File: src/source/cpu_pkg.sv
package cpu_pkg;

	typedef logic [31:0] word_t;
	typedef logic [4:0]  reg_addr_t;
	typedef logic [9:0]  pc_t;
	typedef logic [11:0] dm_addr_t;

	localparam int NUM_REGS = 32;

	// major opcodes, bits 30..25
	localparam logic [5:0] OP_LS   = 6'b011100;
	localparam logic [5:0] OP_ALU  = 6'b100000;
	localparam logic [5:0] OP_MOVI = 6'b100010;
	localparam logic [5:0] OP_ADDI = 6'b101000;
	localparam logic [5:0] OP_XORI = 6'b101011;
	localparam logic [5:0] OP_ORI  = 6'b101100;

	// register-form alu group, bits 4..0
	localparam logic [4:0] SUB_ADD   = 5'b00000;
	localparam logic [4:0] SUB_SUB   = 5'b00001;
	localparam logic [4:0] SUB_AND   = 5'b00010;
	localparam logic [4:0] SUB_XOR   = 5'b00011;
	localparam logic [4:0] SUB_OR    = 5'b00100;
	localparam logic [4:0] SUB_SLLI  = 5'b01000;
	localparam logic [4:0] SUB_SRLI  = 5'b01001;
	localparam logic [4:0] SUB_ROTRI = 5'b01011;

	// load/store group, bits 7..0
	localparam logic [7:0] LS_LW = 8'b00000010;
	localparam logic [7:0] LS_SW = 8'b00001010;

	typedef logic [2:0] alu_op_t;

	localparam alu_op_t ALU_ADD  = 3'd0;
	localparam alu_op_t ALU_SUB  = 3'd1;
	localparam alu_op_t ALU_AND  = 3'd2;
	localparam alu_op_t ALU_OR   = 3'd3;
	localparam alu_op_t ALU_XOR  = 3'd4;
	localparam alu_op_t ALU_SLL  = 3'd5;
	localparam alu_op_t ALU_SRL  = 3'd6;
	localparam alu_op_t ALU_ROTR = 3'd7;

	typedef logic [1:0] src2_sel_t;

	localparam src2_sel_t SRC2_RB    = 2'd0;
	localparam src2_sel_t SRC2_RB_SV = 2'd1;
	localparam src2_sel_t SRC2_IMM5  = 2'd2;
	localparam src2_sel_t SRC2_IMM   = 2'd3;

	// decoded controls, held for the whole instruction
	typedef struct packed {
		alu_op_t   alu_op;
		src2_sel_t src2_sel;
		logic      imm_signed;
		logic      imm_wide;
		logic      wb_from_mem;
		logic      reg_we;
	} ctrl_t;

endpackage
File: src/source/cpu_top.sv
module cpu_top import cpu_pkg::*; (
	input  logic     clk,
	input  logic     rst_n,
	input  word_t    instruction,
	output logic     alu_overflow,

	output logic     im_read,
	output logic     im_write,
	output logic     im_enable,
	output pc_t      pc,

	output logic     dm_read,
	output logic     dm_write,
	output logic     dm_enable,
	output dm_addr_t dm_address,
	output word_t    dm_in,
	input  word_t    dm_out
);

	word_t ir;
	ctrl_t ctrl;
	logic  read_en;
	logic  exec_en;
	logic  wb_en;

	word_t rdata1;
	word_t rdata2;
	word_t src2;
	word_t wdata;
	word_t alu_result;

	assign dm_address = alu_result[11:0];
	assign dm_in      = rdata2;

	controller u_controller (
		.clk         (clk),
		.rst_n       (rst_n),
		.instruction (instruction),
		.ir          (ir),
		.ctrl        (ctrl),
		.read_en     (read_en),
		.exec_en     (exec_en),
		.wb_en       (wb_en),
		.pc          (pc),
		.im_enable   (im_enable),
		.im_read     (im_read),
		.im_write    (im_write),
		.dm_enable   (dm_enable),
		.dm_read     (dm_read),
		.dm_write    (dm_write)
	);

	// port 2 reads rb in decode and rt in execute
	regfile u_regfile (
		.clk      (clk),
		.rst_n    (rst_n),
		.read_en  (read_en),
		.write_en (wb_en & ctrl.reg_we),
		.raddr1   (ir[19:15]),
		.raddr2   (exec_en ? ir[24:20] : ir[14:10]),
		.waddr    (ir[24:20]),
		.wdata    (wdata),
		.rdata1   (rdata1),
		.rdata2   (rdata2)
	);

	alu u_alu (
		.clk      (clk),
		.rst_n    (rst_n),
		.exec_en  (exec_en),
		.alu_op   (ctrl.alu_op),
		.src1     (rdata1),
		.src2     (src2),
		.shamt    (ir[14:10]),
		.result   (alu_result),
		.overflow (alu_overflow)
	);

	operand_mux u_operand_mux (
		.ctrl       (ctrl),
		.ir         (ir),
		.rdata2     (rdata2),
		.alu_result (alu_result),
		.mem_rdata  (dm_out),
		.src2       (src2),
		.wdata      (wdata)
	);

endmodule

File: src/source/controller.sv
module controller import cpu_pkg::*; (
	input  logic  clk,
	input  logic  rst_n,
	input  word_t instruction,
	output word_t ir,
	output ctrl_t ctrl,
	output logic  read_en,
	output logic  exec_en,
	output logic  wb_en,
	output pc_t   pc,
	output logic  im_enable,
	output logic  im_read,
	output logic  im_write,
	output logic  dm_enable,
	output logic  dm_read,
	output logic  dm_write
);

	typedef enum logic [1:0] {
		S_FETCH,
		S_DECODE,
		S_EXEC,
		S_WB
	} state_t;

	state_t state;
	state_t state_next;

	logic [5:0] opcode;
	logic [4:0] sub_alu;
	logic [7:0] sub_ls;
	logic       is_lw;
	logic       is_sw;

	assign opcode  = ir[30:25];
	assign sub_alu = ir[4:0];
	assign sub_ls  = ir[7:0];

	always_ff @(posedge clk) begin
		if (!rst_n) begin
			state <= S_FETCH;
			ir    <= '0;
			pc    <= '0;
		end else begin
			state <= state_next;
			if (state == S_FETCH) begin
				ir <= instruction;
			end
			if (state == S_WB) begin
				pc <= pc + pc_t'(1);
			end
		end
	end

	always_comb begin
		case (state)
			S_FETCH:  state_next = S_DECODE;
			S_DECODE: state_next = S_EXEC;
			S_EXEC:   state_next = S_WB;
			default:  state_next = S_FETCH;
		endcase
	end

	// decode from the instruction register
	always_comb begin
		ctrl          = '0;
		ctrl.alu_op   = ALU_ADD;
		ctrl.src2_sel = SRC2_RB;
		is_lw         = 1'b0;
		is_sw         = 1'b0;
		case (opcode)
			OP_ALU: begin
				ctrl.reg_we = 1'b1;
				case (sub_alu)
					SUB_ADD: ctrl.alu_op = ALU_ADD;
					SUB_SUB: ctrl.alu_op = ALU_SUB;
					SUB_AND: ctrl.alu_op = ALU_AND;
					SUB_OR:  ctrl.alu_op = ALU_OR;
					SUB_XOR: ctrl.alu_op = ALU_XOR;
					SUB_SLLI: begin
						ctrl.alu_op   = ALU_SLL;
						ctrl.src2_sel = SRC2_IMM5;
					end
					SUB_SRLI: begin
						ctrl.alu_op   = ALU_SRL;
						ctrl.src2_sel = SRC2_IMM5;
					end
					SUB_ROTRI: begin
						ctrl.alu_op   = ALU_ROTR;
						ctrl.src2_sel = SRC2_IMM5;
					end
					default: ctrl.reg_we = 1'b0;
				endcase
			end
			OP_ADDI: begin
				ctrl.src2_sel   = SRC2_IMM;
				ctrl.imm_signed = 1'b1;
				ctrl.reg_we     = 1'b1;
			end
			OP_ORI: begin
				ctrl.alu_op   = ALU_OR;
				ctrl.src2_sel = SRC2_IMM;
				ctrl.reg_we   = 1'b1;
			end
			OP_XORI: begin
				ctrl.alu_op   = ALU_XOR;
				ctrl.src2_sel = SRC2_IMM;
				ctrl.reg_we   = 1'b1;
			end
			OP_MOVI: begin
				// or keeps the overflow flag clear
				ctrl.alu_op     = ALU_OR;
				ctrl.src2_sel   = SRC2_IMM;
				ctrl.imm_signed = 1'b1;
				ctrl.imm_wide   = 1'b1;
				ctrl.reg_we     = 1'b1;
			end
			OP_LS: begin
				ctrl.src2_sel = SRC2_RB_SV;
				case (sub_ls)
					LS_LW: begin
						ctrl.wb_from_mem = 1'b1;
						ctrl.reg_we      = 1'b1;
						is_lw            = 1'b1;
					end
					LS_SW:   is_sw = 1'b1;
					default: ;
				endcase
			end
			default: ;
		endcase
	end

	assign im_enable = (state == S_FETCH);
	assign im_read   = (state == S_FETCH);
	assign im_write  = 1'b0;

	// stores read rt again in execute, after rb is consumed
	assign read_en = (state == S_DECODE) || ((state == S_EXEC) && is_sw);
	assign exec_en = (state == S_EXEC);
	assign wb_en   = (state == S_WB);

	assign dm_read   = wb_en && is_lw;
	assign dm_write  = wb_en && is_sw;
	assign dm_enable = dm_read || dm_write;

endmodule

File: src/source/operand_mux.sv
module operand_mux import cpu_pkg::*; (
	input  ctrl_t ctrl,
	input  word_t ir,
	input  word_t rdata2,
	input  word_t alu_result,
	input  word_t mem_rdata,
	output word_t src2,
	output word_t wdata
);

	word_t imm5;
	word_t imm_ext;
	word_t rb_sv;
	logic  imm_sign;

	assign imm5 = {27'b0, ir[14:10]};

	// 15-bit or 20-bit field, sign taken from its top bit
	assign imm_sign = ctrl.imm_signed & (ctrl.imm_wide ? ir[19] : ir[14]);

	always_comb begin
		if (ctrl.imm_wide) begin
			imm_ext = {{12{imm_sign}}, ir[19:0]};
		end else begin
			imm_ext = {{17{imm_sign}}, ir[14:0]};
		end
	end

	// scaled index for register-offset addressing
	assign rb_sv = rdata2 << ir[9:8];

	always_comb begin
		case (ctrl.src2_sel)
			SRC2_RB:    src2 = rdata2;
			SRC2_RB_SV: src2 = rb_sv;
			SRC2_IMM5:  src2 = imm5;
			default:    src2 = imm_ext;
		endcase
	end

	// movi writes its immediate straight through
	always_comb begin
		if (ctrl.wb_from_mem) begin
			wdata = mem_rdata;
		end else if (ctrl.imm_wide) begin
			wdata = imm_ext;
		end else begin
			wdata = alu_result;
		end
	end

endmodule

File: src/source/regfile.sv
module regfile import cpu_pkg::*; (
	input  logic      clk,
	input  logic      rst_n,
	input  logic      read_en,
	input  logic      write_en,
	input  reg_addr_t raddr1,
	input  reg_addr_t raddr2,
	input  reg_addr_t waddr,
	input  word_t     wdata,
	output word_t     rdata1,
	output word_t     rdata2
);

	word_t regs [NUM_REGS];

	always_ff @(posedge clk) begin
		if (!rst_n) begin
			for (int i = 0; i < NUM_REGS; i++) begin
				regs[i] <= '0;
			end
		end else if (write_en) begin
			regs[waddr] <= wdata;
		end
	end

	// both read ports latch together
	always_ff @(posedge clk) begin
		if (!rst_n) begin
			rdata1 <= '0;
			rdata2 <= '0;
		end else if (read_en) begin
			rdata1 <= regs[raddr1];
			rdata2 <= regs[raddr2];
		end
	end

endmodule

File: src/source/alu.sv
module alu import cpu_pkg::*; (
	input  logic    clk,
	input  logic    rst_n,
	input  logic    exec_en,
	input  alu_op_t alu_op,
	input  word_t   src1,
	input  word_t   src2,
	input  logic [4:0] shamt,
	output word_t   result,
	output logic    overflow
);

	word_t sum;
	word_t diff;
	word_t rot;
	word_t next_result;
	logic  add_ovf;
	logic  sub_ovf;
	logic [63:0] rot_wide;

	assign sum  = src1 + src2;
	assign diff = src1 - src2;

	// rotate by shifting a doubled copy
	assign rot_wide = {src1, src1} >> shamt;
	assign rot      = rot_wide[31:0];

	assign add_ovf = (src1[31] == src2[31]) && (sum[31] != src1[31]);
	assign sub_ovf = (src1[31] != src2[31]) && (diff[31] != src1[31]);

	always_comb begin
		case (alu_op)
			ALU_ADD:  next_result = sum;
			ALU_SUB:  next_result = diff;
			ALU_AND:  next_result = src1 & src2;
			ALU_OR:   next_result = src1 | src2;
			ALU_XOR:  next_result = src1 ^ src2;
			ALU_SLL:  next_result = src1 << shamt;
			ALU_SRL:  next_result = src1 >> shamt;
			default:  next_result = rot;
		endcase
	end

	always_ff @(posedge clk) begin
		if (!rst_n) begin
			result   <= '0;
			overflow <= 1'b0;
		end else if (exec_en) begin
			result <= next_result;
			// only add and sub report signed overflow
			case (alu_op)
				ALU_ADD: overflow <= add_ovf;
				ALU_SUB: overflow <= sub_ovf;
				default: overflow <= 1'b0;
			endcase
		end
	end

endmodule

File: config.mk
export PLATFORM = sky130hd
export DESIGN_NAME = cpu_top
export DESIGN_NICKNAME = d
export VERILOG_FILES = /design/src/source/cpu_pkg.sv /design/src/source/cpu_top.sv /design/src/source/controller.sv /design/src/source/operand_mux.sv /design/src/source/regfile.sv /design/src/source/alu.sv
export SDC_FILE = /design/constraint.sdc
export NUM_CORES = 2
export LEC_CHECK = 0
export BUFFER_PORTS_ARGS = -buffer_cell sky130_fd_sc_hd__clkbuf_2
export CAP_MARGIN = 20
export CORE_MARGIN = 4
export CORE_UTILIZATION = 35
export DETAILED_ROUTE_END_ITERATION = 8
export PLACE_DENSITY = 0.6
export SLEW_MARGIN = 20
export SYNTH_ARGS = -nofsm -noshare
export SYNTH_HDL_FRONTEND = slang
export SYNTH_HIERARCHICAL = 1
export SYNTH_SLANG_ARGS = --single-unit
File: constraint.sdc
create_clock -name clk -period 6.4 [get_ports clk]
set_input_delay 0.32 -clock clk [delete_from_list [all_inputs] [get_ports clk]]
set_output_delay 0.32 -clock clk [all_outputs]
set_load 0.005 [all_outputs]
-- Yosys cells after proc, flatten, opt, wreduce, memory -nomap -nowiden
Memories as Yosys holds them, arrays and structs flattened. A register that Yosys moved wholly into a read port is not among the register bits.
Cells that the tools add are included.
W data, S select, Z words.
- flip-flop bits (word level): 76
- latch bits: 0
- bits in writable memories: 1024
- memory bits (read-only): 0
- input bits: 66
- logic and storage cells: 97
- memories: 1
- add/sub/neg operators: 3
- multipliers: 0
- divide/modulo/power cells: 0
- order comparisons: 0
- equal/unequal tests: 30
- shift-type cells: 4
- muxes and demuxes: 30
- bitwise gates (word level): 5
- reduce and logical (&&, ||, !) cells: 19
- memories (memory ; words ; bits a word ; rd ports ; clocked after memory_dff ; write ports ; RTL line ; source):
    u_regfile.regs ; 32 ; 32 ; 2 ; 2 ; 32 ; regfile.sv:14 ; word_t regs [NUM_REGS];
- operators with widths (operator ; count):
    $pmux W32 S7 ; 1
    $mux W32 ; 3
    $pmux W32 S3 ; 1
    $shr A64 B5 Y32 ; 1
    $add A32 B32 Y32 ; 1
    $and A32 B32 Y32 ; 1
    $or A32 B32 Y32 ; 1
    $reduce_or A32 Y1 ; 1
    $shl A32 B2 Y32 ; 1
    $shl A32 B5 Y32 ; 1
    $shr A32 B5 Y32 ; 1
    $sub A32 B32 Y32 ; 1
    $xor A32 B32 Y32 ; 1
    $eq A6 B6 Y1 const B ; 5
    $pmux W3 S7 ; 1
    $mux W20 ; 1
    $eq A5 B4 Y1 const B ; 3
    $mux W1 ; 14
    $pmux W2 S3 ; 2
    $add A10 B1 Y10 const B ; 1
    $eq A5 B2 Y1 const B ; 2
    $mux W5 ; 2
    $eq A3 B3 Y1 const B ; 3
    $pmux W3 S3 ; 1
    25 further kinds ; 41

-- Depth between registers and ports, before layout
- depth after elaboration: 10
- depth in mapped cells: 22
- depth with buffers taken out: 19

-- Cells and area by module
Netlist, hierarchy kept.
- by module, submodules not included (module ; instances ; cells an instance ; area each (um^2) ; sequential area each (um^2)):
    regfile ; 1 ; 4668 ; 57864.2 ; 32030.7
    alu ; 1 ; 1491 ; 10482.6 ; 660.6
    controller ; 1 ; 224 ; 2118.3 ; 880.8
    operand_mux ; 1 ; 318 ; 2049.5 ; 0.0
    cpu_top ; 1 ; 6 ; 62.6 ; 0.0

-- Worst setup path before layout
Ideal clock, no wire load.
- path kind: reg-to-reg
- start: register u_controller.ir[28]
- end: memory u_regfile/regs[28][0] in the netlist's numbering (enable)
- setup time: 466 ps
- arrival time: 4478 ps
- required time: 5934 ps
- path slack: 1457 ps
- stages on the path, launching flop included: 12
- buffers on the path: 3
- path through: dfxtp_1 > buf_6 > or4_4 > nor3_1 > nand3_1 > o211ai_1 > and2_1 > nand2_1 > or3_1 > clkbuf_1 > clkbuf_1 > o21ai_0
- RTL lines (item ; RTL line ; source):
    start, declared ; controller.sv:5 ; output word_t ir,
    start signal, assigned ; controller.sv:47 ; ir <= instruction;
    end, declared ; regfile.sv:14 ;

==> impl_metrics.env <==
export IMPL_floorplan_initialDensity=0.353
export IMPL_met2_routing_resource_usage_after_global_routing=0.390
export IMPL_netlist_instances=6704
export IMPL_worst_ep_required_ps=7090
export IMPL_number_of_buffers_inserted_by_post_cts_setup_repair=0
export IMPL_commonest_non_fill_non_tap_cell_in_the_layout="mux2i_1"
export IMPL_total_leakage_power_uw=0.0281
export IMPL_num_vias=56500
export IMPL_met1_usage=0.338
export IMPL_post_synth_net_total=6887
export IMPL_drt_pass1_iterations=6
export IMPL_total_i_o_pin_count=127
export IMPL_synth_area_sq_um=72500
export IMPL_io_buffer_count=124
export IMPL_switching_share=0.404
export IMPL_cts_made_buffers=133
export IMPL_run_status="finished clean"
export IMPL_timing_hold_violations_final=0
export IMPL_setup_tns_final_ps=0
export IMPL_drt_vias_per_instance=6.06
export IMPL_power_net_switching_uw=11300
export IMPL_nNetsFinal=6709
export IMPL_hp_class="input port to register"
export IMPL_cap_violations=0
export IMPL_layout_drive_gt1_share=0.110
export IMPL_finalWorstPathRequiredPeriod_ps=5850
export IMPL_placement_cell_area_sq_um=75900
export IMPL_tightestPinTransition_ps=1190
export IMPL_tritoncts="done"
export IMPL_grt_usage=0.247
export IMPL_power_report_internal_total_uw=16700
export IMPL_report_final_slew_viol_count=0
export IMPL_endpoint_kind="register"
export IMPL_setup_worst_path_start_class="register"
export IMPL_pin_count_of_the_biggest_net_entering_global_routing=134
export IMPL_clock_tree_root_cell="clkbuf_16"
export IMPL_number_of_global_route_vias_before_repair=53900
export IMPL_drt_first_iter_violations=7250
export IMPL_hpwl_mm=181
export IMPL_power_share_clock=0.267
export IMPL_cts_sinks=1164
export IMPL_insertion_delay_ps=800
export IMPL_timing_hold_ws_ps=326
export IMPL_achievable_frequency_ghz=0.171
export IMPL_remaining_global_route_overflow=0
export IMPL_timing_max_slew_rel_slack=0.205
export IMPL_mostFrequentLayoutCells="mux2i_1, and2_1, edfxtp_1"
export IMPL_fin_crit_sh=0.915
export IMPL_yosysWarningCount=6
export IMPL_syn_mean_instance_area_sq_um=10.8
export IMPL_gr_max_usage_layer="met2"
export IMPL_area_of_all_placed_cells_without_fillers_sq_um=80400
export IMPL_finalSetupViolCount=0
export IMPL_worst_endpoint_arrival_ps=6550
export IMPL_detail_route_wirelength_mm=278
export IMPL_critPathMaxFanout=12
export IMPL_fillCellCount=19600
export IMPL_use_met3=0.0476
export IMPL_detail_route_drc_violations=0
export IMPL_place_ws_ps=743
export IMPL_avgRoutedWirePerCell_microns=29.8
export IMPL_grt_first_pass_wirelength_mm=392
export IMPL_gp_routability_congestion=0.984
export IMPL_share_comb_of_total_power=0.399
export IMPL_unrepaired_setup_endpoints_after_global_routing="no"
export IMPL_post_route_utilization=0.391
export IMPL_final_antenna_net_count=0
export IMPL_power_per_cell_area_nw_per_um2=349
export IMPL_die_area_sq_um=215000
export IMPL_critPathKind="register to register"
export IMPL_core_rowCount=166
export IMPL_grt_antenna_before_repair=28
export IMPL_placeableCoreArea_sq_um=205000
export IMPL_die_h_microns=463
export IMPL_fin_skew_ps=25.3
export IMPL_ctsLongestPathBuffers=3
export IMPL_area_growth_synth_to_final_pct=10.9
export IMPL_max_vdd_ir_drop_v=0.000279
export IMPL_worst_r2r_setup_slack_ps=550
export IMPL_fp_dieW_microns=463
export IMPL_htreeDepth=4
export IMPL_clock_transition_at_path_regs_ps=60
export IMPL_power_sequential_fraction=0.334
export IMPL_setup_slack_ps=547
## per-stage QoR
stage	total power (uW)	cells
after floorplan	16400	6704
after global placement	20200	9041
after detailed placement	20300	9045
after CTS	27800	9311
after global routing	29000	9314
final	28000	9318
## critical path, stage by stage (launching register included)
cell	delay, ps
dfxtp_1	540
or2_2	200
a21oi_1	70
o21bai_1	330
nand2_1	320
and3b_1	610
a22oi_1	130
a31oi_1	390
inv_1	130
ha_1	580
a21o_1	200
a21oi_1	140
a2111oi_2	430
o21ai_1	190
a211oi_1	780
o21bai_1	190
a2bb2oi_1	250
mux2i_1	220
nand2_1	60
## area by class of cell
cell class / count / area (sq um) / share of cell area
inverter: 115 / 432 / 0.00537
antenna: 5 / 12.5 / 0.000156
tap: 2688 / 3360 / 0.0418
clock buffer: 169 / 3540 / 0.0440
sequential: 1164 / 33600 / 0.417
clock inverter: 65 / 604 / 0.00751
timing repair buffer: 332 / 2620 / 0.0326
multi-input combinational: 4780 / 36300 / 0.451
## flip-flops by register name, summed over array words and instances, names as in the netlist
| signal | flops |
|---|---|
| u_controller/state | 2 |
| u_controller/pc | 10 |
| u_regfile/rdata2 | 32 |
| u_regfile/rdata1 | 32 |
| u_controller/ir | 31 |
| u_alu/result | 32 |
| u_alu/overflow | 1 |
| u_regfile/regs | 1024 |
## timing repair
item	in CTS	in global routing
endpoints found under the hold margin	58	0
gates resized for setup	0	0
hold buffers	32	0
## worst paths after layout
kind / start / to / depth (start not counted)
worst max-delay path: u_controller/ir[25] / u_alu/result[21] / 18
worst min-delay path: dm_out[12] / u_regfile/regs[24][12] / 5
worst max register to register: u_controller/ir[25] / u_alu/result[21] / 18
worst min register to register: u_alu/result[26] / u_alu/result[26] / 2
## power by group through the flow
| stage | Clock [uW] | Combinational, uW | Sequential (uW) |
|---|---|---|---|
| after detailed placement | 0 | 10800 | 9510 |
| after floorplan | 0 | 7200 | 9170 |
| final | 7480 | 11200 | 9370 |
| after global routing | 7890 | 11700 | 9400 |
| after global placement | 0 | 10700 | 9490 |
| after CTS | 7570 | 10800 | 9350 |
## routing by layer
metal / vias to the layer above / part of all wire
met5: - / 0.00034
met4: 14 / 0.037
met3: 508 / 0.095
met2: 3020 / 0.45
met1: 28400 / 0.41
li1: 24500 / -
No activity file was read; power rests on OpenSTA's default activity.
